## config.mk

```make
export PLATFORM = sky130hd
export DESIGN_NAME = dcache_lookup
export DESIGN_NICKNAME = d
export VERILOG_FILES = /design/src/dcache_pkg.sv /design/src/dcache_lookup.sv
export SDC_FILE = /design/constraint.sdc
export NUM_CORES = 1
export LEC_CHECK = 0
export BUFFER_PORTS_ARGS = -buffer_cell sky130_fd_sc_hd__buf_4
export CAP_MARGIN = 20
export CORE_ASPECT_RATIO = 1.1
export CORE_MARGIN = 2
export CORE_UTILIZATION = 37
export CTS_CLUSTER_DIAMETER = 200
export CTS_CLUSTER_SIZE = 8
export DETAILED_ROUTE_END_ITERATION = 10
export GPL_TIMING_DRIVEN = 0
export PLACE_DENSITY_LB_ADDON = 0.25
export REMOVE_ABC_BUFFERS = 1
export SLEW_MARGIN = 25
export SYNTH_ARGS = -nofsm -noshare
export SYNTH_HDL_FRONTEND = slang
export SYNTH_SLANG_ARGS = --single-unit
```

## constraint.sdc

```tcl
create_clock -name clk -period 2.29 [get_ports clk]
set_input_delay 0.3435 -clock clk [delete_from_list [all_inputs] [get_ports clk]]
set_output_delay 0.3435 -clock clk [all_outputs]
set_load 0.02 [all_outputs]
```

## src/dcache_pkg.sv

```systemverilog
// data cache shared definitions
// cache geometry, the two views of an address, and the request,
// response and stage payload structs

`default_nettype none

package dcache_pkg;

  // ==============================
  // geometry
  // ==============================
  localparam int IDX_W      = 4;
  localparam int LINE_WORDS = 4;
  localparam int OFS_W      = 4;
  localparam int TAG_W      = 24;
  localparam int WAYS       = 2;

  // derived from the above
  localparam int SETS   = 1 << IDX_W;
  localparam int WSEL_W = OFS_W - 2;

  typedef enum logic [2:0] {
    SZ_B  = 3'd0,
    SZ_H  = 3'd1,
    SZ_W  = 3'd2,
    SZ_BU = 3'd3,
    SZ_HU = 3'd4
  } size_e;

  // ==============================
  // address views
  // ==============================
  typedef struct packed {
    logic [TAG_W-1:0]  tag;
    logic [IDX_W-1:0]  idx;
    logic [WSEL_W-1:0] wsel;
    logic [1:0]        bsel;
  } addr_fields_s;

  // same 32 bits seen flat or split into tag/index/offset
  typedef union packed {
    logic [31:0]  word;
    addr_fields_s f;
  } mem_addr_u;

  typedef logic [LINE_WORDS-1:0][31:0] line_t;

  // ==============================
  // stage payloads
  // ==============================
  typedef struct packed {
    logic        valid;
    logic        is_store;
    size_e       size;
    mem_addr_u   addr;
    logic [31:0] wdata;
  } dcache_req_s;

  typedef struct packed {
    logic        valid;
    logic        is_store;
    logic [31:0] rdata;
  } dcache_rsp_s;

  // way is the hit way on a hit and the victim way on a miss
  typedef struct packed {
    logic             valid;
    logic             is_store;
    size_e            size;
    mem_addr_u        addr;
    logic [31:0]      wdata;
    logic             hit;
    logic             way;
    logic             victim_dirty;
    logic [TAG_W-1:0] victim_tag;
  } s2_entry_s;

endpackage

`default_nettype wire

```

## src/dcache_lookup.sv

```systemverilog
// data cache stage 1
// registers the accepted request, compares its tag against both ways,
// and picks the hit way or the LRU victim for stage 2

`timescale 1ns/1ps
`default_nettype none

module dcache_lookup (
  input  logic                                                 clk,
  input  logic                                                 rst_n,
  input  dcache_pkg::dcache_req_s                              req_i,
  output logic                                                 req_ready_o,
  input  logic                                                 s2_ready_i,
  input  logic [dcache_pkg::WAYS-1:0][dcache_pkg::TAG_W-1:0]   tag_rd_i,
  input  logic [dcache_pkg::WAYS-1:0]                          valid_rd_i,
  input  logic [dcache_pkg::WAYS-1:0]                          dirty_rd_i,
  input  logic                                                 lru_rd_i,
  output logic [dcache_pkg::IDX_W-1:0]                         rd_idx_o,
  output logic                                                 lru_we_o,
  output logic                                                 lru_wdata_o,
  output dcache_pkg::s2_entry_s                                entry_o
);
  import dcache_pkg::*;

  logic            s1_valid;
  dcache_req_s     s1_req;
  logic [WAYS-1:0] match;
  logic            hit;
  logic            hit_way;
  logic            use_way;

  // stage 0 accepts whenever stage 1 can move on
  assign req_ready_o = s2_ready_i;

  // ==============================
  // stage 1 register
  // ==============================
  always_ff @(posedge clk or negedge rst_n) begin
    if (!rst_n) begin
      s1_valid <= 1'b0;
    end else if (s2_ready_i) begin
      s1_valid <= req_i.valid;
    end
  end

  always_ff @(posedge clk) begin
    if (s2_ready_i) begin
      s1_req <= req_i;
    end
  end

  assign rd_idx_o = s1_req.addr.f.idx;

  // ==============================
  // tag compare
  // ==============================
  always_comb begin
    hit_way = 1'b0;
    for (int w = 0; w < WAYS; w++) begin
      match[w] = valid_rd_i[w] & (tag_rd_i[w] == s1_req.addr.f.tag);
      if (match[w]) begin
        hit_way = 1'(w);
      end
    end
    hit = |match;
    // miss replaces the way the LRU bit points at
    use_way = hit ? hit_way : lru_rd_i;
  end

  // update only when the entry moves on, a stalled miss would flip it
  assign lru_we_o    = s1_valid & s2_ready_i;
  assign lru_wdata_o = ~use_way;

  always_comb begin
    entry_o.valid        = s1_valid;
    entry_o.is_store     = s1_req.is_store;
    entry_o.size         = s1_req.size;
    entry_o.addr         = s1_req.addr;
    entry_o.wdata        = s1_req.wdata;
    entry_o.hit          = hit;
    entry_o.way          = use_way;
    entry_o.victim_dirty = ~hit & valid_rd_i[use_way] & dirty_rd_i[use_way];
    entry_o.victim_tag   = tag_rd_i[use_way];
  end

endmodule

`default_nettype wire

```

# Word level (Yosys, flattened, before mapping)

Cells that the tools add are included.

$add $sub $neg: 0
Multiply operators: 0
Div/mod/pow operators: 0
$lt $le $gt $ge: 1
Equal/unequal tests: 2
Shift operators: 0
Muxes and demuxes: 8
Bitwise logic cells: 7
Reduce and logical (&&, ||, !) cells: 1

Operators by type and width:

| operator           | number |
|---|---|
| $eq 24x24->1       | 2 |
| $mux 24            | 2 |
| $mux 1             | 6 |
| $and 1x1->1        | 5 |
| $lt 1x2->1 const B | 1 |
| $not 1->1          | 2 |
| $reduce_or 2->1    | 1 |

Register bits after elaboration: 69
Latch bits: 0
Bits in writable memories: 0
Bits in read-only memories: 0
Bits of input ports: 125
Output and inout bits: 103
Logic and storage cells: 24
Memories: 0

# Logic depth before layout (Yosys ltp)

Depth after elaboration: 8
Depth in mapped cells: 8
Gate-level depth less buffers: 6

# Worst setup path after synthesis

OpenSTA, ideal clock, no wires.

Kind: reg-to-output
Start point: reg s1_req, in the netlist entry_o[77]
End point: out entry_o[10] (netlist bit)
Arrival time: 2.008 ns
Data required time: 1.947 ns
Path slack: -0.062 ns
Cell stages (with the launch flop): 9
Path buffers: 2
Path through: edfxtp_1 > xor2_1 > nor4_1 > and3_1 > nand4_1 > a21bo_1 > buf_6 > buf_12 > mux2_4

RTL lines:

| item                   | RTL line            | source |
|---|---|---|
| from (decl)            | dcache_lookup.sv:26 | `dcache_req_s s1_req;` |
| from (signal assigned) | dcache_lookup.sv:48 | `s1_req <= req_i;` |
| to (decl)              | dcache_lookup.sv:21 | `output dcache_pkg::s2_entry_s entry_o` |

==> impl_metrics.py <==
metrics = {
    "placed_design": {
        "place_inst": 506,
        "port_buffers": 227,
        "gp_congestion": 0.762,
        "dp_hpwl_mm": 6.66,
        "dpl_worst_slack_ns": -0.626,
    },
    "timing": {
        "slew_viol_final": 0,
        "final.period_utilization_pct": 126,
        "rsz0062_at_grt": "true",
        "finalClockSkew_ns": 0,
        "fmax_mhz": 348,
        "finalSetupViolCount": 28,
        "hold_violations": 0,
        "worst_slack_ns": -0.585,
        "worst_pin_slew_ns": 0.890,
        "timing.final.crit_period_ns": 2.88,
        "slew_headroom_pct": 40.6,
    },
    "logic_synthesis": {
        "ys_seq_elements": 69,
        "synth_area_mm2": 0.00310,
        "synthTopCellsByArea": "edfxtp_1, mux2_4, xnor2_1",
        "syn_inst": 179,
        "yosysUniqueCellTypes": 20,
        "avgSynthCellArea_um2": 17.3,
        "yosysSeqAreaShare_pct": 66.8,
        "synth_warnings": 0,
        "yosysTopAreaCellShare_pct": 66.0,
        "yosysTopAreaCell": "edfxtp_1",
    },
    "worst_hold_path": {
        "min-delay-start": "req_i[60]",
        "holdPathStages": 1,
        "min_to": "entry_o[87]",
        "min_path_type": "input port to register",
    },
    "setup_path": {
        "ff2ff_path_depth": 1,
        "start_kind": "register",
        "timing.rr.end": "s1_valid",
        "required_ns": 1.95,
        "path_max_fanout": 5,
        "endpoint_kind": "primary output",
        "critPathKind": "register to primary output",
        "arrival_ns": 2.53,
        "r2r-start": "s1_valid",
        "r2r_slack_ns": 1.51,
    },
    "status": {
        "violations": "setup timing",
        "status": "complete, but fails checks",
    },
    "global_routing": {
        "first_global_vias": 2527,
        "overflow": 0,
        "grt_use_total_pct": 19.2,
        "grt_pass1_wl_mm": 13.2,
        "grt_antenna_before_repair": 0,
        "grt_max_degree": 72,
    },
    "drt": {
        "drt_first_pass_iters": 4,
        "drtIter0Drc": 51,
        "ant_nets": 0,
        "wire_per_inst_um": 16.9,
        "drc": 0,
        "viasPerCell": 4.55,
        "totalWireLength_mm": 9.22,
        "vias": 2491,
    },
    "floorplan": {
        "die_h_um": 99.9,
        "core_area_mm2": 0.00823,
        "die_area_mm2": 0.00911,
        "rows": 35,
        "start_util_pct": 37.6,
        "num_io_pins": 228,
        "die_w_um": 91.2,
    },
    "cells_and_area": {
        "antenna_cells": 0,
        "area_growth_pct": 76.2,
        "fin_util_pct": 66.2,
        "drive_gt1_share_pct": 69.3,
        "fin_nets": 556,
        "instances_no_fill": 547,
    },
    "clock_tree": {
        "clockRootBuffer": "clkbuf_8",
        "cts-htree-levels": 3,
        "cts_tree": "yes",
        "cts_made_buffers": 9,
        "cts_sinks": 69,
        "clk_pin_slew_ns": 0.08,
        "clockBufferDepth": 2,
        "insertion_delay_ns": 0.33,
    },
    "power": {
        "internal_power_w": 0.00250,
        "power_density_mw_per_mm2": 631,
        "seq_power_share_pct": 45.3,
        "max-vdd-ir-drop_uv": 517,
        "leakage_nw": 2.45,
        "comb_power_share_pct": 26.0,
        "p_sw_share_pct": 27.4,
        "p_clk_share_pct": 28.7,
        "p_switching_w": 0.000942,
    },
    "flow_run": {
        "cap_violations": 0,
    },
}
[timing repair]
item	4_1_cts	5_1_grt
hold buffers	1	0
resized for setup	46	4
pin swaps	16	8
cloned	2	0
endpoints found under the setup margin	27	28
endpoints found under the hold margin	1	0
setup buffers	16	6
[metal layers]
| layer | up-vias | track usage, % | share of wire [%] |
|---|---|---|---|
| met2 | 156 | 35.4 | 53 |
| met3 | 6 | 8.86 | 11 |
| met1 | 1162 | 19.7 | 35 |
| met5 | - | 0 | 0 |
| li1 | 1167 | - | - |
| met4 | 0 | 5.36 | 0.94 |
[critical path, cell delays in order, from the launching register on]
cell	delay (ns)
edfxtp_1	0.45
xor2_1	0.18
nor4_1	0.29
and3_1	0.20
nand4_1	0.11
buf_6	0.16
a21bo_4	0.23
buf_12	0.14
mux2_4	0.30
buf_6	0.13
[cell type report]
type,count,area (um2)
Clock buffer,10,128
Clock inverter,6,71.3
Fill cell,611,2780
Inverter,1,3.75
Multi-Input combinational cell,100,1020
Sequential cell,69,2070
Tap cell,111,139
Timing Repair Buffer,250,2020
[worst max-delay path by stage]
stage	end	start	slack, ns	depth (start not counted)
after floorplan	entry_o[0]	entry_o[85]	-0.66	6
after global placement	entry_o[0]	tag_rd_i[40]	-0.98	8
after detailed placement	entry_o[1]	entry_o[83]	-0.63	7
after CTS	entry_o[19]	entry_o[67]	-0.52	8
after global routing	entry_o[19]	entry_o[83]	-0.70	9
final	entry_o[8]	entry_o[83]	-0.59	9
[cell families (layout without fill, tap and decap cells)]
kind of cell	count (synthesis)	count (layout)	synth area share [%]
buffers and inverters	12	267	3.72
multiplexers	25	25	11.3
flip-flops	69	69	66.8
AO/OA/AOI/OAI	2	4	0.526
AND/OR/NAND/NOR	23	23	4.12
XOR/XNOR	48	48	13.6
[power groups by stage]
| stage | Sequential (W) | Clock [W] | Combinational [W] |
|---|---|---|---|
| 6_report | 0.00156 | 0.000986 | 0.000895 |
| 3_3_place_gp | 0.00159 | 0 | 0.000788 |
| 5_1_grt | 0.00157 | 0.00106 | 0.000941 |
| 3_5_place_dp | 0.00159 | 0 | 0.000791 |
| 4_1_cts | 0.00156 | 0.00101 | 0.000885 |
| 2_1_floorplan | 0.00172 | 0 | 0.000206 |
[registers in the layout, summed over array words and instances, names as in the netlist]
register	count
entry_o	68
s1_valid	1
[Yosys cell counts]
library cell	number
nor2_1	2
mux2_4	18
and2_1	1
nor3_1	2
nand3_1	1
buf_12	2
xor2_1	23
nand2_1	3
xnor2_1	25
buf_6	1
edfxtp_1	68
a21bo_1	1
inv_1	1
a31oi_1	1
mux2_2	7
and3_1	1
buf_4	8
nor4_1	6
dfrtp_1	1
nand4_1	7
[cell usage in the layout, fill, tap and decap left out, drive strengths merged, types with 2 or more instances in the layout]
cell,instances
inv,3
nand4,7
xor2,23
nor2,2
nand2,3
nor3,2
nor4,6
clkbuf,10
clkinvlp,2
edfxtp,68
mux2,25
xnor2,25
buf,249
a21bo,3
[metrics by stage]
stage,power (W),hold slack [ns],cell area [um2],TNS (ns)
floorplan,0.00192,0.0479,2980,-14.94
global placement,0.00237,0.120,4830,-23.44
detailed placement,0.00238,0.122,4830,-14.46
CTS,0.00345,0.157,5400,-13.14
global route,0.00357,0.148,5450,-17.27
finish,0.00344,0.175,5450,-14.04
No activity file was read; power rests on OpenSTA's default activity.
