<file path="config.mk">
export PLATFORM = sky130hd
export DESIGN_NAME = dcache_respond
export DESIGN_NICKNAME = d
export VERILOG_FILES = /design/src/dcache_pkg.sv /design/src/dcache_respond.sv
export SDC_FILE = /design/constraint.sdc
export NUM_CORES = 1
export LEC_CHECK = 0
export ABC_AREA = 0
export BUFFER_PORTS_ARGS = -buffer_cell sky130_fd_sc_hd__buf_2
export CORE_AREA = 2 2 193 195
export CTS_BUF_LIST = sky130_fd_sc_hd__clkbuf_4
export DETAILED_ROUTE_END_ITERATION = 8
export DIE_AREA = 0 0 195 197
export SYNTH_ARGS = -nofsm -noshare
export SYNTH_HDL_FRONTEND = slang
export SYNTH_SLANG_ARGS = --single-unit
</file>
<file path="constraint.sdc">
create_clock -name clk -period 3.13 [get_ports clk]
set_input_delay 0.626 -clock clk [delete_from_list [all_inputs] [get_ports clk]]
set_output_delay 0.626 -clock clk [all_outputs]
set_load 0.005 [all_outputs]
</file>
<file path="src/dcache_pkg.sv">
// data cache shared definitions
// cache geometry, the two views of an address, and the request,
// response and stage payload structs

`default_nettype none

package dcache_pkg;

  // ==============================
  // geometry
  // ==============================
  localparam int IDX_W      = 4;
  localparam int LINE_WORDS = 4;
  localparam int OFS_W      = 4;
  localparam int TAG_W      = 24;
  localparam int WAYS       = 2;

  // derived from the above
  localparam int SETS   = 1 << IDX_W;
  localparam int WSEL_W = OFS_W - 2;

  typedef enum logic [2:0] {
    SZ_B  = 3'd0,
    SZ_H  = 3'd1,
    SZ_W  = 3'd2,
    SZ_BU = 3'd3,
    SZ_HU = 3'd4
  } size_e;

  // ==============================
  // address views
  // ==============================
  typedef struct packed {
    logic [TAG_W-1:0]  tag;
    logic [IDX_W-1:0]  idx;
    logic [WSEL_W-1:0] wsel;
    logic [1:0]        bsel;
  } addr_fields_s;

  // same 32 bits seen flat or split into tag/index/offset
  typedef union packed {
    logic [31:0]  word;
    addr_fields_s f;
  } mem_addr_u;

  typedef logic [LINE_WORDS-1:0][31:0] line_t;

  // ==============================
  // stage payloads
  // ==============================
  typedef struct packed {
    logic        valid;
    logic        is_store;
    size_e       size;
    mem_addr_u   addr;
    logic [31:0] wdata;
  } dcache_req_s;

  typedef struct packed {
    logic        valid;
    logic        is_store;
    logic [31:0] rdata;
  } dcache_rsp_s;

  // way is the hit way on a hit and the victim way on a miss
  typedef struct packed {
    logic             valid;
    logic             is_store;
    size_e            size;
    mem_addr_u        addr;
    logic [31:0]      wdata;
    logic             hit;
    logic             way;
    logic             victim_dirty;
    logic [TAG_W-1:0] victim_tag;
  } s2_entry_s;

endpackage

`default_nettype wire

</file>
<file path="src/dcache_respond.sv">
// data cache stage 2
// answers hits, holds a miss until the refill is done, extracts and
// extends load data and merges store bytes into the line

`timescale 1ns/1ps
`default_nettype none

module dcache_respond (
  input  logic                            clk,
  input  logic                            rst_n,
  input  dcache_pkg::s2_entry_s           entry_i,
  input  dcache_pkg::line_t               line_i,
  input  logic                            refill_done_i,
  output logic                            s2_ready_o,
  output logic                            miss_o,
  output dcache_pkg::s2_entry_s           victim_o,
  output logic                            st_we_o,
  output logic                            st_way_o,
  output logic [dcache_pkg::IDX_W-1:0]    st_idx_o,
  output dcache_pkg::line_t               st_line_o,
  output dcache_pkg::dcache_rsp_s         rsp_o
);
  import dcache_pkg::*;

  logic            s2_valid;
  s2_entry_s       s2_q;
  logic            done;
  logic [31:0]     word;
  logic [31:0]     lane;
  logic [31:0]     ld_data;
  logic [3:0][7:0] st_word;

  // ==============================
  // stage 2 register
  // ==============================
  always_ff @(posedge clk or negedge rst_n) begin
    if (!rst_n) begin
      s2_valid <= 1'b0;
    end else if (s2_ready_o) begin
      s2_valid <= entry_i.valid;
    end
  end

  always_ff @(posedge clk) begin
    if (s2_ready_o) begin
      s2_q <= entry_i;
    end
  end

  assign miss_o     = s2_valid & ~s2_q.hit;
  assign s2_ready_o = ~miss_o | refill_done_i;
  // after refill the victim way holds the requested line
  assign done       = s2_valid & (s2_q.hit | refill_done_i);

  always_comb begin
    victim_o       = s2_q;
    victim_o.valid = s2_valid;
  end

  // ==============================
  // load path
  // ==============================
  assign word = line_i[s2_q.addr.f.wsel];
  assign lane = word >> {s2_q.addr.f.bsel, 3'b000};

  always_comb begin
    case (s2_q.size)
      SZ_B:    ld_data = {{24{lane[7]}}, lane[7:0]};
      SZ_BU:   ld_data = {24'd0, lane[7:0]};
      SZ_H:    ld_data = {{16{lane[15]}}, lane[15:0]};
      SZ_HU:   ld_data = {16'd0, lane[15:0]};
      default: ld_data = word;
    endcase
  end

  // ==============================
  // store path
  // ==============================
  always_comb begin
    st_word = word;
    case (s2_q.size)
      SZ_B, SZ_BU: begin
        st_word[s2_q.addr.f.bsel] = s2_q.wdata[7:0];
      end
      SZ_H, SZ_HU: begin
        // halfwords sit on even byte lanes
        st_word[{s2_q.addr.f.bsel[1], 1'b0}] = s2_q.wdata[7:0];
        st_word[{s2_q.addr.f.bsel[1], 1'b1}] = s2_q.wdata[15:8];
      end
      default: begin
        st_word = s2_q.wdata;
      end
    endcase
    st_line_o = line_i;
    st_line_o[s2_q.addr.f.wsel] = st_word;
  end

  assign st_we_o  = done & s2_q.is_store;
  assign st_way_o = s2_q.way;
  assign st_idx_o = s2_q.addr.f.idx;

  assign rsp_o.valid    = done;
  assign rsp_o.is_store = s2_q.is_store;
  assign rsp_o.rdata    = s2_q.is_store ? 32'd0 : ld_data;

endmodule

`default_nettype wire

</file>
# [Word level (Yosys, flattened, before mapping)]
# Index checks and enable logic that the tools add are counted.
# Widths: inputs -> output; s select.
[word_totals] reg_bits=96 in_bits=227
[classes] order_cmp=8 eq_ne=3 shifts=1 mux=17 n_bitwise=7 n_reduce_logical=7
[op_table] cell="$bwmux 128" count=1
[op_table] cell="$pmux 32 s4" count=1
[op_table] cell="$bwmux 32" count=3
[op_table] cell="$mux 32" count=3
[op_table] cell="$bmux 32 s2" count=1
[op_table] cell="$demux 32 s2" count=1
[op_table] cell="$pmux 32 s2" count=1
[op_table] cell="$shr 32x5->16" count=1
[op_table] cell="$mux 8" count=3
[op_table] cell="$demux 8 s1" count=2
[op_table] cell="$demux 8 s2" count=1
[op_table] cell="$lt 2x3->1 const B" count=4
[op_table] cell="$ge 2x1->1 const B" count=4
[op_table] cell="$logic_and 1x1->1" count=4
[op_table] cell="$reduce_or 2->1" count=2
[op_table] cell="$and 1x1->1" count=3
[op_table] cell="$eq 3x1->1 const B" count=1
[op_table] cell="$eq 3x2->1 const B" count=1
[op_table] cell="$eq 3x3->1 const B" count=1
[op_table] cell="$logic_not 3->1" count=1
[op_table] cell="$not 1->1" count=2
[op_table] cell="$or 1x1->1" count=2

# [Logic depth before layout (Yosys ltp)]
[logic_depth] ltp_word=8 mapped_depth=9 depth_no_buf=5

# [Worst setup path after synthesis]
# No wires, ideal clock.
[synth_timing] path_kind="input to output" from="input refill_done_i" to="output s2_ready_o" arrival_ns=2.723 required_time_ns=2.504 setup_slack_ns=-0.219 cell_stages=2 path_cell_list="nor2_1 nand2_1"
[synth_via] elab_chain_cells=1
[synth_lines] item="start: declaration" line_no="dcache_respond.sv:13" source="input logic refill_done_i,"
[synth_lines] item="$or 1x1->1" line_no="dcache_respond.sv:51" source="assign s2_ready_o = ~miss_o | refill_done_i;"
[synth_lines] item="end: declaration" line_no="dcache_respond.sv:14" source="output logic s2_ready_o,"
# No other way between the ends.

==> results.sh <==
export IMPL_fillCellCount=3738
export IMPL_ir_drop_uv=207
export IMPL_holdCritPathClass="in2reg"
export IMPL_cts_buffers=9
export IMPL_violations="negative setup slack"
export IMPL_synth_nets=922
export IMPL_synth_area_sq_um=6750
export IMPL_crit_fanout=16
export IMPL_worst_slack_ns=-0.557
export IMPL_async_flop_share_pct=1.04
export IMPL_synth_cells=695
export IMPL_maxSlewHeadroom_pct=51.3
export IMPL_ys_seq_elements=96
export IMPL_maxCapViolations=0
export IMPL_grt_pass1_wl_um=58800
export IMPL_outcome="finished with violations"
export IMPL_max_freq_mhz=271
export IMPL_drv_slew=0
export IMPL_antenna_left=0
export IMPL_cp_start_kind="register"
export IMPL_firstDrtPassIters=5
export IMPL_r2r_end="victim_o[81]"
export IMPL_finalSetupViolCount=155
export IMPL_p_per_area_nw_per_um2=380
export IMPL_synth_cell_types=45
export IMPL_grt_use_total_pct=21.4
export IMPL_chipWidth_um=195
export IMPL_io_buffers=492
export IMPL_critPathCaptureType="output port"
export IMPL_io_pins=493
export IMPL_gr_total_overflow=0
export IMPL_core_area_sq_um=36300
export IMPL_worstSetupPathType="reg2out"
export IMPL_clockBufferDepth=2
export IMPL_hp_start="entry_i[39]"
export IMPL_place_hpwl_um=33800
export IMPL_rsz0062_at_grt="yes"
export IMPL_routabilityCongestion=0.951
export IMPL_grt_max_degree=56
export IMPL_fin_skew_ns=0.0381
export IMPL_tightest_slew_ns=0.730
export IMPL_drt_iter0_drc=719
export IMPL_die_area_sq_um=38400
export IMPL_layout_drive_gt1_share_pct=67.4
export IMPL_hold_path_depth=1
export IMPL_r2r_start="victim_o[26]"
export IMPL_finalCriticalPeriod_ns=3.69
export IMPL_tns_ns=-43.58
export IMPL_synth_edf_count=95
export IMPL_vias=8841
export IMPL_period_share_pct=118
export IMPL_yosys_most_used_dff="edfxtp_1"
export IMPL_placed_cells=1649
export IMPL_rows=70
export IMPL_cts_tree="yes"
export IMPL_regToRegSetupSlack_ns=1.55
export IMPL_start_util_pct=18.6
export IMPL_drc=0
export IMPL_htreeDepth=3
export IMPL_vias_per_cell=5.03
export IMPL_wirelength_um=43900
export IMPL_die_y_um=197
export IMPL_antenna_found_initial=7
export IMPL_root_buffer="clkbuf_4"
export IMPL_reg2reg_depth=3
export IMPL_finalNetCount=1503
export IMPL_avgSynthCellArea_sq_um=9.71
export IMPL_syn_to_final_growth_pct=82.2
export IMPL_insertion_delay_ns=0.53
export IMPL_leakage_nw=5.63
export IMPL_yosysSeqAreaShare_pct=42.6
export IMPL_required_ns=2.50
export IMPL_ys_warn_count=0
export IMPL_holdWs_ns=0.244
export IMPL_cp_arrival_ns=3.06
export IMPL_wl_per_cell_um=25.0
export IMPL_path_clk_slew_ns=0.21
export IMPL_min_to="victim_o[39]"
export IMPL_cts_sinks=96
export IMPL_finalNonFillerCells=1756
export IMPL_finalHoldViolCount=0
export IMPL_grt_pass1_vias=8596
-- placed cells by master, fill, tap and decap left out, types with 6 or more instances in the layout --
master	count
o21ai_1	33
a222oi_1	8
nand2_2	7
buf_4	93
a221oi_2	13
a211oi_2	6
mux2i_2	6
edfxtp_1	95
o21ai_2	60
buf_6	26
clkbuf_4	9
a21o_1	9
buf_12	21
nand2b_1	8
o22ai_1	6
nor2_2	6
o31ai_2	11
nand2_1	131
o31ai_4	9
o21ai_0	6
o31ai_1	13
mux2i_4	11
mux4_2	32
o41ai_2	6
diode_2	7
nor2_1	48
o41ai_1	10
a21oi_1	11
or3_1	6
buf_2	491
o22ai_2	6
nor2b_1	7
a221o_1	8
-- area by class of cell --
cell class,count,area [sq um],area share (%)
Multi-Input combinational cell,523,4490,36.6
Timing Repair Buffer,644,4150,33.7
Sequential cell,96,2880,23.4
Tap cell,468,586,4.76
Clock inverter,7,98.8,0.804
Clock buffer,9,67.6,0.550
Antenna cell,7,17.5,0.142
Inverter,2,7.51,0.0611
-- where the power goes --
group | internal (mW) | switching, mW | leakage (nW) | total, mW
Combinational | 1.06 | 1.24 | 4.55 | 2.30
Sequential | 1.52 | 0.0934 | 0.996 | 1.61
Clock | 0.206 | 0.555 | 0.0872 | 0.761
-- synth_stat cells (8+ instances only) --
library cell | count | area (sq um)
nor2b_1 | 8 | 50.1
edfxtp_1 | 95 | 2850
a21oi_1 | 13 | 65.1
a21o_1 | 9 | 67.6
o41ai_1 | 14 | 123
o21ai_1 | 38 | 190
mux2i_1 | 22 | 220
o22ai_1 | 14 | 87.6
o21ai_0 | 64 | 320
nand2_1 | 142 | 533
buf_1 | 12 | 45.0
buf_4 | 11 | 82.6
buf_2 | 17 | 85.1
mux4_2 | 32 | 721
o31ai_1 | 32 | 240
a222oi_1 | 8 | 80.1
a221o_1 | 8 | 80.1
a221oi_1 | 16 | 140
clkbuf_1 | 32 | 120
nor2_1 | 55 | 206
nand2b_1 | 10 | 62.6
-- what timing repair did --
item,in CTS,in global routing
gates resized for setup,184,132
pin swaps,78,58
cloned,6,2
buffers inserted,58,23
hold buffers,1,0
endpoints found under the hold margin,1,0
setup endpoints to repair,160,160
-- through the flow --
stage / worst slack (ns) / util (%) / cell area, sq um / power [mW]
2_1_floorplan: 0.410 / - / 6750 / 2.36
3_3_place_gp: -0.0437 / 27.9 / 10100 / 3.36
3_5_place_dp: -0.0951 / 27.9 / 10100 / 3.38
4_1_cts: -0.616 / 31.9 / 11600 / 4.52
5_1_grt: -0.649 / 33.9 / 12300 / 4.91
6_report: -0.557 / 33.9 / 12300 / 4.68
-- worst max-delay path, cell delays in order, from the launching register on --
cell and delay [ns]:
edfxtp_1 0.47, buf_12 0.18, mux2i_2 0.19, mux4_2 0.58, a2bb2oi_1 0.18, or4b_4 0.51
buf_12 0.18, o41ai_1 0.07, buf_2 0.18
-- cell families after synthesis --
group	after synthesis	synth area share (%)
multiplexers	55	14.1
AO/OA/AOI/OAI	234	23.2
flip-flops	96	42.6
buffers and inverters	77	5.54
AND/OR/NAND/NOR	233	14.5
-- worst max path at each step --
stage | startpoint | endpoint | depth (start not counted)
floorplan | line_i[127] | rsp_o[21] | 7
global placement | line_i[127] | rsp_o[17] | 8
detailed placement | line_i[127] | rsp_o[31] | 8
CTS | victim_o[62] | rsp_o[31] | 8
global route | victim_o[62] | rsp_o[19] | 8
finish | victim_o[62] | rsp_o[20] | 8
-- per-layer routing --
| layer | global-route usage [%] | part of all wire, % |
|---|---|---|
| met1 | 24.9 | 37 |
| met2 | 38.3 | 51 |
| met3 | 5.51 | 9.0 |
| met4 | 7.12 | 2.7 |
| met5 | 0 | 0.030 |
-- registers in the layout, summed over array words and instances, names as in the netlist --
signal	cells
victim_o	89
st_idx_o	4
rsp_o	1
s2_valid	1
st_way_o	1
Note: power is estimated with default switching activity, not from simulation.
