### src/dcache_pkg.sv
// data cache shared definitions
// cache geometry, the two views of an address, and the request,
// response and stage payload structs

`default_nettype none

package dcache_pkg;

  // ==============================
  // geometry
  // ==============================
  localparam int IDX_W      = 4;
  localparam int LINE_WORDS = 4;
  localparam int OFS_W      = 4;
  localparam int TAG_W      = 24;
  localparam int WAYS       = 2;

  // derived from the above
  localparam int SETS   = 1 << IDX_W;
  localparam int WSEL_W = OFS_W - 2;

  typedef enum logic [2:0] {
    SZ_B  = 3'd0,
    SZ_H  = 3'd1,
    SZ_W  = 3'd2,
    SZ_BU = 3'd3,
    SZ_HU = 3'd4
  } size_e;

  // ==============================
  // address views
  // ==============================
  typedef struct packed {
    logic [TAG_W-1:0]  tag;
    logic [IDX_W-1:0]  idx;
    logic [WSEL_W-1:0] wsel;
    logic [1:0]        bsel;
  } addr_fields_s;

  // same 32 bits seen flat or split into tag/index/offset
  typedef union packed {
    logic [31:0]  word;
    addr_fields_s f;
  } mem_addr_u;

  typedef logic [LINE_WORDS-1:0][31:0] line_t;

  // ==============================
  // stage payloads
  // ==============================
  typedef struct packed {
    logic        valid;
    logic        is_store;
    size_e       size;
    mem_addr_u   addr;
    logic [31:0] wdata;
  } dcache_req_s;

  typedef struct packed {
    logic        valid;
    logic        is_store;
    logic [31:0] rdata;
  } dcache_rsp_s;

  // way is the hit way on a hit and the victim way on a miss
  typedef struct packed {
    logic             valid;
    logic             is_store;
    size_e            size;
    mem_addr_u        addr;
    logic [31:0]      wdata;
    logic             hit;
    logic             way;
    logic             victim_dirty;
    logic [TAG_W-1:0] victim_tag;
  } s2_entry_s;

endpackage

`default_nettype wire

### src/dcache_miss_engine.sv
// data cache miss engine
// writes back a dirty victim line, fetches the missing line as a
// word burst and installs it clean in the victim way

`timescale 1ns/1ps
`default_nettype none

module dcache_miss_engine (
  input  logic                  clk,
  input  logic                  rst_n,
  input  logic                  miss_i,
  input  dcache_pkg::s2_entry_s victim_i,
  input  dcache_pkg::line_t     wb_line_i,
  output logic                  mem_rd_o,
  output logic                  mem_wr_o,
  output logic [31:0]           mem_addr_o,
  output logic [31:0]           mem_wdata_o,
  input  logic                  mem_rvalid_i,
  input  logic [31:0]           mem_rdata_i,
  output logic                  fill_we_o,
  output dcache_pkg::line_t     fill_line_o,
  output logic                  refill_done_o
);
  import dcache_pkg::*;

  typedef enum logic [1:0] {
    IDLE,
    WRITEBACK,
    FETCH,
    REFILL
  } state_e;

  state_e            state_q;
  state_e            state_d;
  logic [WSEL_W-1:0] beat_q;
  logic              last_beat;
  logic              rd_q;
  line_t             rbuf_q;
  mem_addr_u         wb_addr;
  mem_addr_u         rd_addr;

  assign last_beat = (beat_q == WSEL_W'(LINE_WORDS - 1));

  // ==============================
  // FSM
  // ==============================
  always_comb begin
    state_d = state_q;
    case (state_q)
      IDLE: begin
        if (miss_i) begin
          state_d = victim_i.victim_dirty ? WRITEBACK : FETCH;
        end
      end
      WRITEBACK: begin
        if (last_beat) begin
          state_d = FETCH;
        end
      end
      FETCH: begin
        if (mem_rvalid_i && last_beat) begin
          state_d = REFILL;
        end
      end
      default: begin
        state_d = IDLE;
      end
    endcase
  end

  always_ff @(posedge clk or negedge rst_n) begin
    if (!rst_n) begin
      state_q <= IDLE;
      beat_q  <= '0;
      rd_q    <= 1'b0;
    end else begin
      state_q <= state_d;
      // one read request on entry to FETCH
      rd_q    <= (state_d == FETCH) && (state_q != FETCH);
      // counter wraps to zero at the end of each burst
      if (state_q == WRITEBACK || (state_q == FETCH && mem_rvalid_i)) begin
        beat_q <= beat_q + 1'b1;
      end else if (state_q != FETCH) begin
        beat_q <= '0;
      end
    end
  end

  // incoming words
  always_ff @(posedge clk) begin
    if (state_q == FETCH && mem_rvalid_i) begin
      rbuf_q[beat_q] <= mem_rdata_i;
    end
  end

  // ==============================
  // memory port
  // ==============================
  always_comb begin
    wb_addr.f.tag  = victim_i.victim_tag;
    wb_addr.f.idx  = victim_i.addr.f.idx;
    wb_addr.f.wsel = beat_q;
    wb_addr.f.bsel = 2'b00;
    // fetch starts at the line base
    rd_addr        = victim_i.addr;
    rd_addr.f.wsel = '0;
    rd_addr.f.bsel = 2'b00;
  end

  assign mem_rd_o    = rd_q;
  assign mem_wr_o    = (state_q == WRITEBACK);
  assign mem_addr_o  = (state_q == WRITEBACK) ? wb_addr.word : rd_addr.word;
  assign mem_wdata_o = wb_line_i[beat_q];

  // ==============================
  // array fill
  // ==============================
  // line is written with the last word, so stage 2 sees it next cycle
  assign fill_we_o = (state_q == FETCH) & mem_rvalid_i & last_beat;

  always_comb begin
    fill_line_o = rbuf_q;
    fill_line_o[LINE_WORDS-1] = mem_rdata_i;
  end

  assign refill_done_o = (state_q == REFILL);

endmodule

`default_nettype wire

### config.mk
export PLATFORM = sky130hd
export DESIGN_NAME = dcache_miss_engine
export DESIGN_NICKNAME = d
export VERILOG_FILES = /design/src/dcache_pkg.sv /design/src/dcache_miss_engine.sv
export SDC_FILE = /design/constraint.sdc
export NUM_CORES = 1
export LEC_CHECK = 0
export BUFFER_PORTS_ARGS = -buffer_cell sky130_fd_sc_hd__buf_4
export CAP_MARGIN = 20
export CORE_AREA = 4 4 174 176
export CTS_BUF_LIST = sky130_fd_sc_hd__clkbuf_4
export CTS_CLUSTER_DIAMETER = 120
export CTS_CLUSTER_SIZE = 8
export DETAILED_ROUTE_END_ITERATION = 10
export DIE_AREA = 0 0 178 180
export HOLD_SLACK_MARGIN = 0.06
export PLACE_DENSITY = 0.44
export SYNTH_ARGS = -nofsm -noshare
export SYNTH_HDL_FRONTEND = slang
export SYNTH_SLANG_ARGS = --single-unit
### constraint.sdc
create_clock -name clk -period 2.2 [get_ports clk]
set_input_delay 0.22 -clock clk [delete_from_list [all_inputs] [get_ports clk]]
set_output_delay 0.22 -clock clk [all_outputs]
set_load 0.02 [all_outputs]
; ---- Yosys cells after proc, flatten, opt, wreduce, memory -nomap -nowiden
; Cells that the tools add are included.
[totals]
output_inout_bits = 196
elab_cells = 38
inputBits = 260
regBits = 133
[classes]
addsub = 1
reduce_logical = 7
magnitude_cmp = 2
bitwise_logic = 2
n_mux = 13
eq_ne = 6
[ops]
columns = op, n
row1 = bitwise mux 128 bit, 1
row2 = 2-to-1 mux 32 bit, 3
row3 = binary-select mux 32 bit (select 2 bit), 1
row4 = demux 32 bit (select 2 bit), 1
row5 = 2-to-1 mux 2 bit, 6
row6 = equality test 2 bit (second input constant), 4
row7 = case mux 2 bit (3 select lines), 1
row8 = logical AND 1 bit, 4
row9 = < comparator 2 x 3 -> 1 bit (second input constant), 1
row10 = adder 2 x 1 -> 2 bit (second input constant), 1
row11 = AND 1 bit, 2
row12 = equality test 2 x 1 -> 1 bit (second input constant), 1
row13 = >= comparator 2 x 1 -> 1 bit (second input constant), 1
row14 = zero test 2 bit, 1
row15 = inequality test 2 bit (second input constant), 1
row16 = nonzero test 2 bit, 1
row17 = logical OR 1 bit, 1

; ---- Logic depth before layout (Yosys ltp)
[depth]
word_depth = 6
depth_mapped = 6
depth_no_buf = 4

; ---- Least setup slack after synthesis
; Ideal clock, no wire load.
[synth_timing]
path_kind = register to register
startpoint = register, netlist name beat_q[0]
endpoint = register rbuf_q (netlist bit fill_line_o[64]) (enable)
synth_period_minus_slack_ns = 2.143
setup_slack_ns = 0.057
path_buffers = 2
setup_ns = 0.392
path_stages_with_launch = 6
arrival_ns = 1.751
cell_sequence = dfrtp_1 > buf_6 > buf_6 > inv_1 > ha_1 > and3_1
[synth_lines]
columns = item, line
row1 = "end signal, assigned by index", dcache_miss_engine.sv:92  ; rbuf_q[beat_q] <= mem_rdata_i;
row2 = "end, declared", dcache_miss_engine.sv:38  ; line_t rbuf_q;

; ---- Final worst setup path
[layout_timing]
startpoint = register beat_q[0]
endpoint = output port mem_wdata_o[1]
[layout_between]
elab_chain_len = 2
[layout_lines]
columns = item, line
row1 = "start, declared", dcache_miss_engine.sv:35  ; logic [WSEL_W-1:0] beat_q;
row2 = "start signal, assigned", dcache_miss_engine.sv:82  ; beat_q <= beat_q + 1'b1;
row3 = binary-select mux 32 bit (select 2 bit), dcache_miss_engine.sv:113  ; assign mem_wdata_o = wb_line_i[beat_q];
row4 = 2-to-1 mux 32 bit (implied by the code), dcache_miss_engine.sv:113
row5 = "end, declared", dcache_miss_engine.sv:17  ; output logic [31:0] mem_wdata_o,
; Every way passes these cells. The select of a mux whose other input is x is not followed.

==> impl_metrics.json <==
{
  "run_status": "complete, no violations",
  "power.share.switching_pct": 35.5,
  "hold_viol": 0,
  "syn_inst": 239,
  "grt_use_total_pct": 10.6,
  "cp-start-kind": "flop",
  "hp-class": "in2reg",
  "gp_congestion": 0.819,
  "nets": 922,
  "worstPathCellList": "buf_12 > clkbuf_16 > mux4_1 > buf_4",
  "viasPerCell": 3.77,
  "crit_fanout": 5,
  "ys_types": 29,
  "p_int_mw": 4.78,
  "die_area_um2": 32000,
  "p_total_mw": 7.41,
  "hpwl_um": 14300,
  "critPathLaunch": "beat_q[0]",
  "syn_area_per_cell_um2": 19.9,
  "power_frac_seq_pct": 34.9,
  "setup_ws_ns": 0.0794,
  "rr_endpoint": "fill_line_o[22]",
  "syn_area_um2": 4760,
  "critPathKind": "reg2out",
  "endpoint": "mem_wdata_o[1]",
  "portBuffers": 402,
  "route.final.wire_length_um": 18700,
  "drt.antenna.violating_nets": 0,
  "cp.depth": 4,
  "critical_path_buf_inv_count": 3,
  "yosys_warnings": 0,
  "period_share_pct": 96.4,
  "fp.dieH_um": 180,
  "vias": 3951,
  "dr.pass1.iters": 4,
  "clockBufferDepth": 2,
  "pwr-share-comb_pct": 51.7,
  "r2r_slack_ns": 0.49,
  "num_io_pins": 456,
  "vdd.ir_drop.worst_v": 0.000275,
  "slowest_stage": "mux4_1",
  "grt_pass1_vias": 4309,
  "cts-htree-levels": 3,
  "die_w_um": 178,
  "crit_path_end_kind": "primary output",
  "clockRootBuffer": "clkbuf_4",
  "ys_seq_area_share_pct": 63.2,
  "power_switching_mw": 2.63,
  "crit_family": "multiplexers",
  "setup_viol": 0,
  "area_growth_pct": 81.3,
  "cpPeakStageDelay_ns": 0.55,
  "clk_latency_ns": 0.46,
  "ff2ff_path_depth": 4,
  "row_count": 62,
  "pre_cts_ws_ns": 0.451,
  "min_period_ns": 2.12,
  "grt_pass1_wl_um": 25700,
  "numCtsBuffers": 9,
  "cts_tree": "yes",
  "drv_slew": 0,
  "initial_core_util_pct": 16.6,
  "ys_seq_elements": 101,
  "routedWlPerCell_um": 17.9,
  "leakagePower_nw": 3.69,
  "min_from": "mem_rvalid_i",
  "clk_pin_slew_ns": 0.16,
  "drt_iter0_drc": 175,
  "grt.overflow.total": 0,
  "p_per_area_nw_per_um2": 859,
  "rr_startpoint": "state_q[0]",
  "nFillCells": 2880,
  "whs_ns": 0.146,
  "required_ns": 1.98,
  "worstHoldPathCells": 3,
  "cp.arrival_ns": 1.90,
  "drive_above_1_share_pct": 75.2,
  "rsz0062_at_grt": "true",
  "cts.sinks": 101,
  "drcViolationCount": 0,
  "fin_worst_skew_ns": 0.0232,
  "drv_cap": 0,
  "antenna_found_initial": 1,
  "core_area_um2": 28600,
  "pwr-share-clk_pct": 13.4,
  "grt_max_degree": 36,
  "max_freq_mhz": 472
}
cells in the mapped netlist:
cell	number	share of area [%]
edfxtp_1	96	61
buf_4	38	6.0
mux2_2	20	4.7
mux4_1	18	9.9
mux4_2	14	6.6
buf_6	7	1.7
dfrtp_1	5	2.6
ha_1	5	1.3
mux2_4	5	1.6
clkbuf_8	4	1.2
and3_1	3	0.39
inv_1	3	0.24
a22o_1	2	0.37
and2_1	2	0.26
nand2b_1	2	0.26
or3b_2	2	0.37
a21oi_1	1	0.11
a22oi_1	1	0.16
and2_2	1	0.16
buf_2	1	0.11
conb_1	1	0.079
nand2_1	1	0.079
nand3_1	1	0.11
nand4b_1	1	0.18
nor2_1	1	0.079
nor2b_1	1	0.13
nor2b_4	1	0.29
or4bb_1	1	0.24
xor2_1	1	0.18
registers in the layout, indices dropped and copies added (netlist names):
signal and count:
mem_rd_o 1, beat_q 2, state_q 2, fill_line_o 96
logic make-up (layout without fill, tap and decap cells):
family	Yosys count	count (layout)	share of synthesized area [%]
other	1	3	0.0788
buffers and inverters	53	475	9.15
AND/OR/NAND/NOR	17	17	2.55
multiplexers	57	57	22.9
adder cells (fa/ha/maj)	5	5	1.31
flip-flops	101	101	63.2
XOR/XNOR	1	1	0.184
AO/OA/AOI/OAI	4	4	0.631
worst min-delay path by stage:
stage	endpoint
6_report	state_q[0]
5_1_grt	state_q[0]
4_1_cts	state_q[0]
3_5_place_dp	state_q[0]
3_3_place_gp	state_q[0]
2_1_floorplan	beat_q[0]
repair_timing:
item / CTS / global route
setup endpoints to repair: 57 / 41
hold buffers: 37 / 0
buffers inserted: 1 / 5
endpoints found under the hold margin: 104 / 0
gates cloned: 1 / 4
gates resized for setup: 7 / 18
area by class of cell:
class                      instances  area [um2]  area share, %
clock buffer                      11        82.6          0.957
timing repair buffer             456        3710           43.0
antenna                            1        2.50         0.0290
inverter                           3        11.3          0.131
tap                              384         480           5.57
sequential                       101        3010           34.9
multi-input combinational         86        1270           14.7
clock inverter                     5        60.1          0.696
worst reg2reg max path: stages, from the launching register on:
cell	delay [ns]
dfrtp_2	0.47
buf_4	0.14
nor2b_1	0.26
and3_2	0.26
buf_12	0.20
cell usage in the layout (no fill, tap or decap), types with 2 or more instances in the layout:
cell and n:
a22o_1 2, ha_1 5, buf_6 5, clkbuf_16 4, buf_4 402, mux2_4 5
inv_1 3, edfxtp_1 96, clkbuf_4 11, and3_2 3, nand2b_1 2, and2_1 2
conb_1 2, buf_12 6, dfrtp_2 3, mux2_2 20, or3b_2 2, dfrtp_1 2
dlygate4sd3_1 37, mux4_1 4, mux4_2 28
metrics by stage:
step / TNS (ns) / utilization (%) / instance area [um2] / cells
floorplan: 0 / - / 4760 / 240
global placement: 0 / 27.8 / 7950 / 982
detailed placement: 0 / 27.8 / 7950 / 982
CTS: -0.00451 / 29.7 / 8490 / 1037
global route: -0.163 / 30.1 / 8630 / 1047
finish: 0 / 30.1 / 8630 / 1047
power by group through the flow:
stage               Sequential [mW]  Combinational, mW  Clock (mW)
floorplan                      2.96               1.65           0
global placement               2.65               3.38           0
detailed placement             2.66               3.40           0
CTS                            2.62               3.56        1.07
global route                   2.62               4.07        1.14
finish                         2.59               3.84       0.990
per-layer routing:
metal / up-vias / track usage [%] / routed length (um)
met2: 267 / 19.9 / 9910
met4: 0 / 3.06 / 353
li1: 1745 / - / -
met3: 28 / 3.49 / 1780
met1: 1911 / 11.2 / 6650
met5: - / 0 / 0
Note: power is estimated with default switching activity, not from simulation.
