`src/dcache_pkg.sv`:
```
// data cache shared definitions
// cache geometry, the two views of an address, and the request,
// response and stage payload structs

`default_nettype none

package dcache_pkg;

  // ==============================
  // geometry
  // ==============================
  localparam int IDX_W      = 4;
  localparam int LINE_WORDS = 4;
  localparam int OFS_W      = 4;
  localparam int TAG_W      = 24;
  localparam int WAYS       = 2;

  // derived from the above
  localparam int SETS   = 1 << IDX_W;
  localparam int WSEL_W = OFS_W - 2;

  typedef enum logic [2:0] {
    SZ_B  = 3'd0,
    SZ_H  = 3'd1,
    SZ_W  = 3'd2,
    SZ_BU = 3'd3,
    SZ_HU = 3'd4
  } size_e;

  // ==============================
  // address views
  // ==============================
  typedef struct packed {
    logic [TAG_W-1:0]  tag;
    logic [IDX_W-1:0]  idx;
    logic [WSEL_W-1:0] wsel;
    logic [1:0]        bsel;
  } addr_fields_s;

  // same 32 bits seen flat or split into tag/index/offset
  typedef union packed {
    logic [31:0]  word;
    addr_fields_s f;
  } mem_addr_u;

  typedef logic [LINE_WORDS-1:0][31:0] line_t;

  // ==============================
  // stage payloads
  // ==============================
  typedef struct packed {
    logic        valid;
    logic        is_store;
    size_e       size;
    mem_addr_u   addr;
    logic [31:0] wdata;
  } dcache_req_s;

  typedef struct packed {
    logic        valid;
    logic        is_store;
    logic [31:0] rdata;
  } dcache_rsp_s;

  // way is the hit way on a hit and the victim way on a miss
  typedef struct packed {
    logic             valid;
    logic             is_store;
    size_e            size;
    mem_addr_u        addr;
    logic [31:0]      wdata;
    logic             hit;
    logic             way;
    logic             victim_dirty;
    logic [TAG_W-1:0] victim_tag;
  } s2_entry_s;

endpackage

`default_nettype wire

```
`src/dcache_arrays.sv`:
```
// data cache storage
// per-way tag, valid, dirty and data registers plus one LRU bit per set,
// combinational reads for stage 1 and stage 2

`timescale 1ns/1ps
`default_nettype none

module dcache_arrays (
  input  logic                                                 clk,
  input  logic                                                 rst_n,
  input  logic [dcache_pkg::IDX_W-1:0]                         rd_idx_i,
  input  logic [dcache_pkg::IDX_W-1:0]                         s2_idx_i,
  input  logic                                                 s2_way_i,
  output logic [dcache_pkg::WAYS-1:0][dcache_pkg::TAG_W-1:0]   tag_rd_o,
  output logic [dcache_pkg::WAYS-1:0]                          valid_rd_o,
  output logic [dcache_pkg::WAYS-1:0]                          dirty_rd_o,
  output logic                                                 lru_rd_o,
  output dcache_pkg::line_t                                    line_o,
  input  logic                                                 st_we_i,
  input  logic                                                 st_way_i,
  input  logic [dcache_pkg::IDX_W-1:0]                         st_idx_i,
  input  dcache_pkg::line_t                                    st_line_i,
  input  logic                                                 fill_we_i,
  input  logic [dcache_pkg::TAG_W-1:0]                         fill_tag_i,
  input  dcache_pkg::line_t                                    fill_line_i,
  input  logic                                                 lru_we_i,
  input  logic                                                 lru_wdata_i
);
  import dcache_pkg::*;

  logic [TAG_W-1:0] tag_q   [WAYS][SETS];
  logic             valid_q [WAYS][SETS];
  logic             dirty_q [WAYS][SETS];
  line_t            data_q  [WAYS][SETS];
  logic             lru_q   [SETS];

  // ==============================
  // state bits
  // ==============================
  always_ff @(posedge clk or negedge rst_n) begin
    if (!rst_n) begin
      for (int w = 0; w < WAYS; w++) begin
        for (int s = 0; s < SETS; s++) begin
          valid_q[w][s] <= 1'b0;
        end
      end
      for (int s = 0; s < SETS; s++) begin
        lru_q[s] <= 1'b0;
      end
    end else begin
      if (fill_we_i) begin
        valid_q[s2_way_i][s2_idx_i] <= 1'b1;
      end
      if (lru_we_i) begin
        lru_q[rd_idx_i] <= lru_wdata_i;
      end
    end
  end

  // ==============================
  // tag, dirty and data
  // ==============================
  always_ff @(posedge clk) begin
    if (fill_we_i) begin
      tag_q[s2_way_i][s2_idx_i]   <= fill_tag_i;
      dirty_q[s2_way_i][s2_idx_i] <= 1'b0;
      data_q[s2_way_i][s2_idx_i]  <= fill_line_i;
    end else if (st_we_i) begin
      dirty_q[st_way_i][st_idx_i] <= 1'b1;
      data_q[st_way_i][st_idx_i]  <= st_line_i;
    end
  end

  always_comb begin
    for (int w = 0; w < WAYS; w++) begin
      tag_rd_o[w]   = tag_q[w][rd_idx_i];
      valid_rd_o[w] = valid_q[w][rd_idx_i];
      dirty_rd_o[w] = dirty_q[w][rd_idx_i];
    end
  end

  assign lru_rd_o = lru_q[rd_idx_i];
  assign line_o   = data_q[s2_way_i][s2_idx_i];

endmodule

`default_nettype wire

```
`config.mk`:
```
export PLATFORM = sky130hd
export DESIGN_NAME = dcache_arrays
export DESIGN_NICKNAME = d
export VERILOG_FILES = /design/src/dcache_pkg.sv /design/src/dcache_arrays.sv
export SDC_FILE = /design/constraint.sdc
export NUM_CORES = 2
export LEC_CHECK = 0
export BUFFER_PORTS_ARGS = -buffer_cell sky130_fd_sc_hd__buf_2
export CAP_MARGIN = 10
export CORE_UTILIZATION = 60
export CTS_CLUSTER_SIZE = 40
export DETAILED_ROUTE_END_ITERATION = 10
export GPL_TIMING_DRIVEN = 0
export PLACE_DENSITY = 0.77
export SETUP_SLACK_MARGIN = 0.4
export SYNTH_ARGS = -nofsm -noshare
export SYNTH_HDL_FRONTEND = slang
export SYNTH_MEMORY_MAX_BITS = 65536
export SYNTH_SLANG_ARGS = --single-unit
```
`constraint.sdc`:
```
create_clock -name clk -period 2.2 [get_ports clk]
set_input_delay 0.11 -clock clk [delete_from_list [all_inputs] [get_ports clk]]
set_output_delay 0.11 -clock clk [all_outputs]
set_load 0.05 [all_outputs]
```
# Word-level counts from Yosys, hierarchy flattened
# Memories as Yosys holds them, arrays and structs flattened.
# Cells that the tools add are included.
# Widths: inputs -> output; s select.
op_classes:
  magnitude_cmp: 8
  muxes: 53
  n_bitwise: 5
  n_reduce_logical: 6
ops:
  columns: ["op", "count"]
  rows:
  - ["$mux 2048", 4]
  - ["$reduce_or 2048->1", 1]
  - ["$demux 128 s4", 2]
  - ["$bmux 128 s4", 1]
  - ["$mux 128", 4]
  - ["$mux 384", 1]
  - ["$bmux 24 s4", 2]
  - ["$mux 24", 5]
  - ["$demux 24 s4", 1]
  - ["$mux 16", 5]
  - ["$or 32x32->32", 1]
  - ["$bmux 1 s4", 5]
  - ["$mux 1", 18]
  - ["$bwmux 16", 1]
  - ["$demux 16 s1", 1]
  - ["$reduce_or 16->1", 1]
  - ["$ge 5x5->1 const B", 3]
  - ["$lt 5x1->1 const B", 3]
  - ["$not 4->5", 3]
  - ["$demux 1 s4", 3]
  - ["$logic_and 1x1->1", 4]
  - ["$ge 2x2->1 const B", 1]
  - ["$lt 2x1->1 const B", 1]
  - ["$not 1->2", 1]
word_totals:
  reg_bits: 48
  ram_bits: 4896
  inputBits: 300
  out_inout_bits: 181
  word_cells: 123
  mem_count: 3
memory_table:
  columns: ["memory", "depth", "width", "read_ports", "rd_clocked_by_memory_dff", "wr", "line_no", "source"]
  rows:
  - ["data_q", 2, 2048, 1, 0, 1, "dcache_arrays.sv:34", "line_t data_q [WAYS][SETS];"]
  - ["tag_q", 2, 384, 2, 0, 1, "dcache_arrays.sv:31", "logic [TAG_W-1:0] tag_q [WAYS][SETS];"]
  - ["dirty_q", 2, 16, 2, 0, 1, "dcache_arrays.sv:33", "logic dirty_q [WAYS][SETS];"]

# Logic depth before layout (Yosys ltp)
logic_depth:
  word_depth: 8
  depth_mapped: 9
  mapped_depth_nobuf: 6

# Worst setup path after synthesis
# No wires, ideal clock.
synth_path:
  kind: "input-to-reg"
  start: "input s2_way_i"
  end: "memory data_q[1][1536] in the netlist's numbering, enable pin"
  setup_time_ns: 0.619
  t_arrival_ns: 6.582
  required_time_ns: 1.581
  path_slack_ns: -5.001
  path_stages: 7
  path_buffers: 5
  path_cell_list: "buf_4 -> buf_2 -> buf_2 -> buf_4 -> mux2i_1 -> clkbuf_1 -> nor2_1"
synth_via:
  elab_chain_len: 1
synth_lines:
  columns: ["item", "line_no", "source"]
  rows:
  - ["start: declaration", "dcache_arrays.sv:13", "input logic s2_way_i,"]
  - ["$mux 1 (no line)", null, null]
  - ["end: declaration", "dcache_arrays.sv:34", null]
# No other way between the ends.

==> results.md <==
- Detailed-placement wirelength estimate: 341000 um
- Data arrival time of the worst path: 2940 ps
- Synthesized area: 190000 um^2
- Main area contributors after synthesis: edfxtp_1, mux2i_1, o22ai_1
- Clock Sinks: 4944
- Final period demand of the worst path: 3050 ps
- Post-route ant nets: 0
- Post-route DRC violation count: 0
- Clock latency on the worst-skew pair: 980 ps
- Hold Path Class: in2reg
- Effective utilization at floorplan: 0.604
- Final critical-path setup slack: -852 ps
- Period utilization: 1.39
- Relative slew slack: 0.134
- Slowest cell on the critical path: mux4_2
- Core ar.: 315000 um^2
- Delay of the slowest critical-path stage: 560 ps
- Slew at the pin closest to its max-slew limit: 1300 ps
- Number of synthesized flops with an enable pin: 4896
- Clk pwr share: 0.390
- Startpoint type of the worst setup path: flop
- Reported max-cap violation count: 0
- Average wire length per cell after detail routing: 33.5 um
- Startpoint of the most critical hold path: fill_line_i[14]
- Net Switching: 0.0474 W
- Flip-flop cell with the highest count after synthesis: edfxtp_1
- Setup violation total in the final timing report: 287
- Top cell by count, worst path: mux4_2
- Antenna violations before repair: 45
- Critical-path cell list: mux4_2 -> mux4_2 -> mux2_4 -> buf_8
- Fraction of registers with async set or reset after synthesis: 0.00971
- Gr ovfl total: 0
- Unrepaired setup endpoints after global routing: yes
- Sequential element share of the synthesized area: 0.780
- Post-CTS clock slew at the launch and capture registers of the worst setup and hold paths: 60 ps
- Cell at the root of the clock tree: clkbuf_16
- Reg-to-reg critical path startpoint: lru_q[2]
- Global-route wire length before repair: 741000 um
- Cell count of the worst hold path: 3
- Maximum number of pins on one net before global-route repair: 49
- Share of final-layout standard cells stronger than drive strength 1: 0.239
- Die area: 319000 um^2
- Die width: 565 um
- Final Hold Fails: 33
- Placement row count: 206
- Number of nets in the layout: 11.7k
- Most area-hungry cell type in the Yosys netlist: edfxtp_1
- Floorplan die height: 565 um
- Pleak: 77.4 nW
- Final instance area: 226000 um^2
- End-of-flow core utilization: 0.719
- Number of cells on the worst reg-to-reg path: 2
- Combinational share of power: 0.085
- Status: complete, but fails checks
- IO Port Bufs: 472
- Reg-to-reg slack, setup: 860 ps
- Average vias per placed instance: 6.74
- Routability-driven placement congestion ratio: 0.837
- Total number of vias: 108k
- Cell Pwr Density: 902 nW/um^2
- TritonCTS Buffers: 465
- Sequential cell fraction of total power: 0.524
- Layout area overhead: 19.1%
- Netlist cell types: 28
- CP endpoint kind: primary output
- Total I/O pin count: 481
- Number of H-tree levels: 5
- Yosys Warn Count: 0
- Critical path required time: 2090 ps
- First drt pass iteration count: 8
- Post-synthesis cell count: 10.1k
- Switching share of power: 0.232
- Final WL: 538000 um
- CTS tree: done
- Mean Syn Cell Area: 18.8 um^2
- Flop and latch count out of synthesis: 4944
- Syn_nets: 10.4k
- Clk_skew: 0 ps
- Worst setup timing slack at the placement stage: -2680 ps
- Total routing resource utilization after global routing: 0.327
- Cell-internal power: 0.157 W
- Iter 0 DRT Violations: 15.1k
- Worst-case hold path end point: data_q[0][782]
- CTS max path bufs: 4
- Post-route worst hold slack: -23.8 ps
- Failing checks: negative hold slack, negative setup slack
- Max frequency: 328 MHz
- Startpoint-to-endpoint class of the critical path: reg2out
- Number of global-route vias before repair: 106k
- Critical path fanouts, max: 1
- IR Drop Worst-Case VDD: 0.724 mV
- Slew Viols, Final: 0
- Instance area at placement: 203000 um^2
- Terminus of the critical flop-to-flop path: lru_q[2]
- Fraction of synthesized cell area taken by the top area cell type: 0.773
==> worst max path at each step <==
stage,startpoint,to,slack (ps),depth (start not counted)
after global placement,s2_idx_i[2],tag_q[1][371],-5060,5
after CTS,data_q[0][1740],line_o[76],-810,4
after floorplan,s2_way_i,data_q[1][1000],-1100,7
after global routing,data_q[1][1612],line_o[76],-870,4
after detailed placement,s2_idx_i[2],line_o[122],-2680,8
final,data_q[1][1612],line_o[76],-850,4
==> sequential cells by signal (all words and copies together), names as in the netlist <==
name	cells
data_q	4096
tag_q	768
valid_q	32
lru_q	16
dirty_q	32
==> worst max-delay path: cells and delay by family, from the launching register on <==
kind	cells	cell delay [ps]
buffers and inverters	1	170
DFF	1	430
muxes	3	1350
==> cells by family (layout without fill, tap and decap cells) <==
kind of cell,Yosys count,in the layout,share of synthesized area
flops,4944,4944,0.780
compound gates,1159,1159,0.0392
mux,2325,2325,0.141
buf+inv,615,2360,0.0147
other cells,0,56,0
simple gates,1049,1050,0.0258
==> power by group through the flow <==
stage	logic (W)	clock network, W	registers, W
2_1_floorplan	0.00878	0	0.109
3_5_place_dp	0.0145	0	0.109
4_1_cts	0.0166	0.0793	0.107
3_3_place_gp	0.0137	0	0.109
5_1_grt	0.0180	0.0830	0.107
6_report	0.0174	0.0797	0.107
==> repair_timing <==
| action | CTS | global route |
|---|---|---|
| cloned | 0 | 1 |
| buffers inserted | 0 | 41 |
| endpoints found under the hold margin | 1330 | 1521 |
| gates resized for setup | 1403 | 300 |
| endpoints found under the setup margin | 7340 | 7369 |
| pin swaps | 299 | 136 |
| hold buffers | 61 | 94 |
==> area by class of cell <==
| cell class | instances | area [um^2] |
|---|---|---|
| Clock buffer | 563 | 12100 |
| Antenna cell | 56 | 140 |
| Clock inverter | 295 | 2890 |
| Timing Repair Buffer | 887 | 9800 |
| Fill cell | 17500 | 88500 |
| Sequential cell | 4944 | 148000 |
| Tap cell | 4160 | 5200 |
| Inverter | 1 | 3.75 |
| Multi-Input combinational cell | 4534 | 44100 |
| Buffer | 614 | 3900 |
==> per-stage QoR <==
step           std cells  TNS (ps)  hold slack (ps)  power [W]
5_1_grt            16000    -93570             39.1      0.208
4_1_cts            15900   -170340             -190      0.203
3_3_place_gp       14700         -              306      0.123
6_report           16100    -74520            -23.8      0.204
3_5_place_dp       14900  -8281410              351      0.124
2_1_floorplan      10100  -4898230             -186      0.118
==> per-layer routing <==
layer  part of all wire  global-route usage  vias up
met3               0.12              0.0841     1414
met1               0.35               0.432    54700
met5            0.00048                   0        -
met2               0.47               0.512     8125
met4              0.054               0.159       18
li1                   -                   -    43900
==> cell usage in the layout (no fill, tap or decap), types with 17 or more instances in the layout <==
master,count
edfxtp_1,4896
mux2i_1,2021
o22ai_1,997
clkbuf_16,472
buf_2,463
nand2_1,330
mux4_2,275
buf_6,219
nor3_1,188
buf_12,168
clkbuf_1,164
dlygate4sd3_1,155
clkbuf_2,152
buf_4,141
or3_4,126
o31ai_4,125
nor3_2,114
clkinv_1,109
clkinv_2,98
nor3_4,95
clkbuf_4,65
diode_2,56
nor2_4,52
nand2_4,48
dfrtp_1,48
bufinv_16,46
buf_16,36
or2_1,33
o22ai_2,18
nand2_2,18
buf_8,17
==> cell usage after synthesis, types with 48 or more instances <==
| cell | n |
|---|---|
| buf_2 | 250 |
| clkbuf_1 | 284 |
| dfrtp_1 | 48 |
| edfxtp_1 | 4896 |
| mux2i_1 | 2033 |
| mux4_2 | 275 |
| nand2_1 | 398 |
| nor2_1 | 67 |
| nor3_1 | 397 |
| o22ai_1 | 1016 |
| o31ai_1 | 127 |
| or3_1 | 127 |
(Power assumes the default switching activity.)
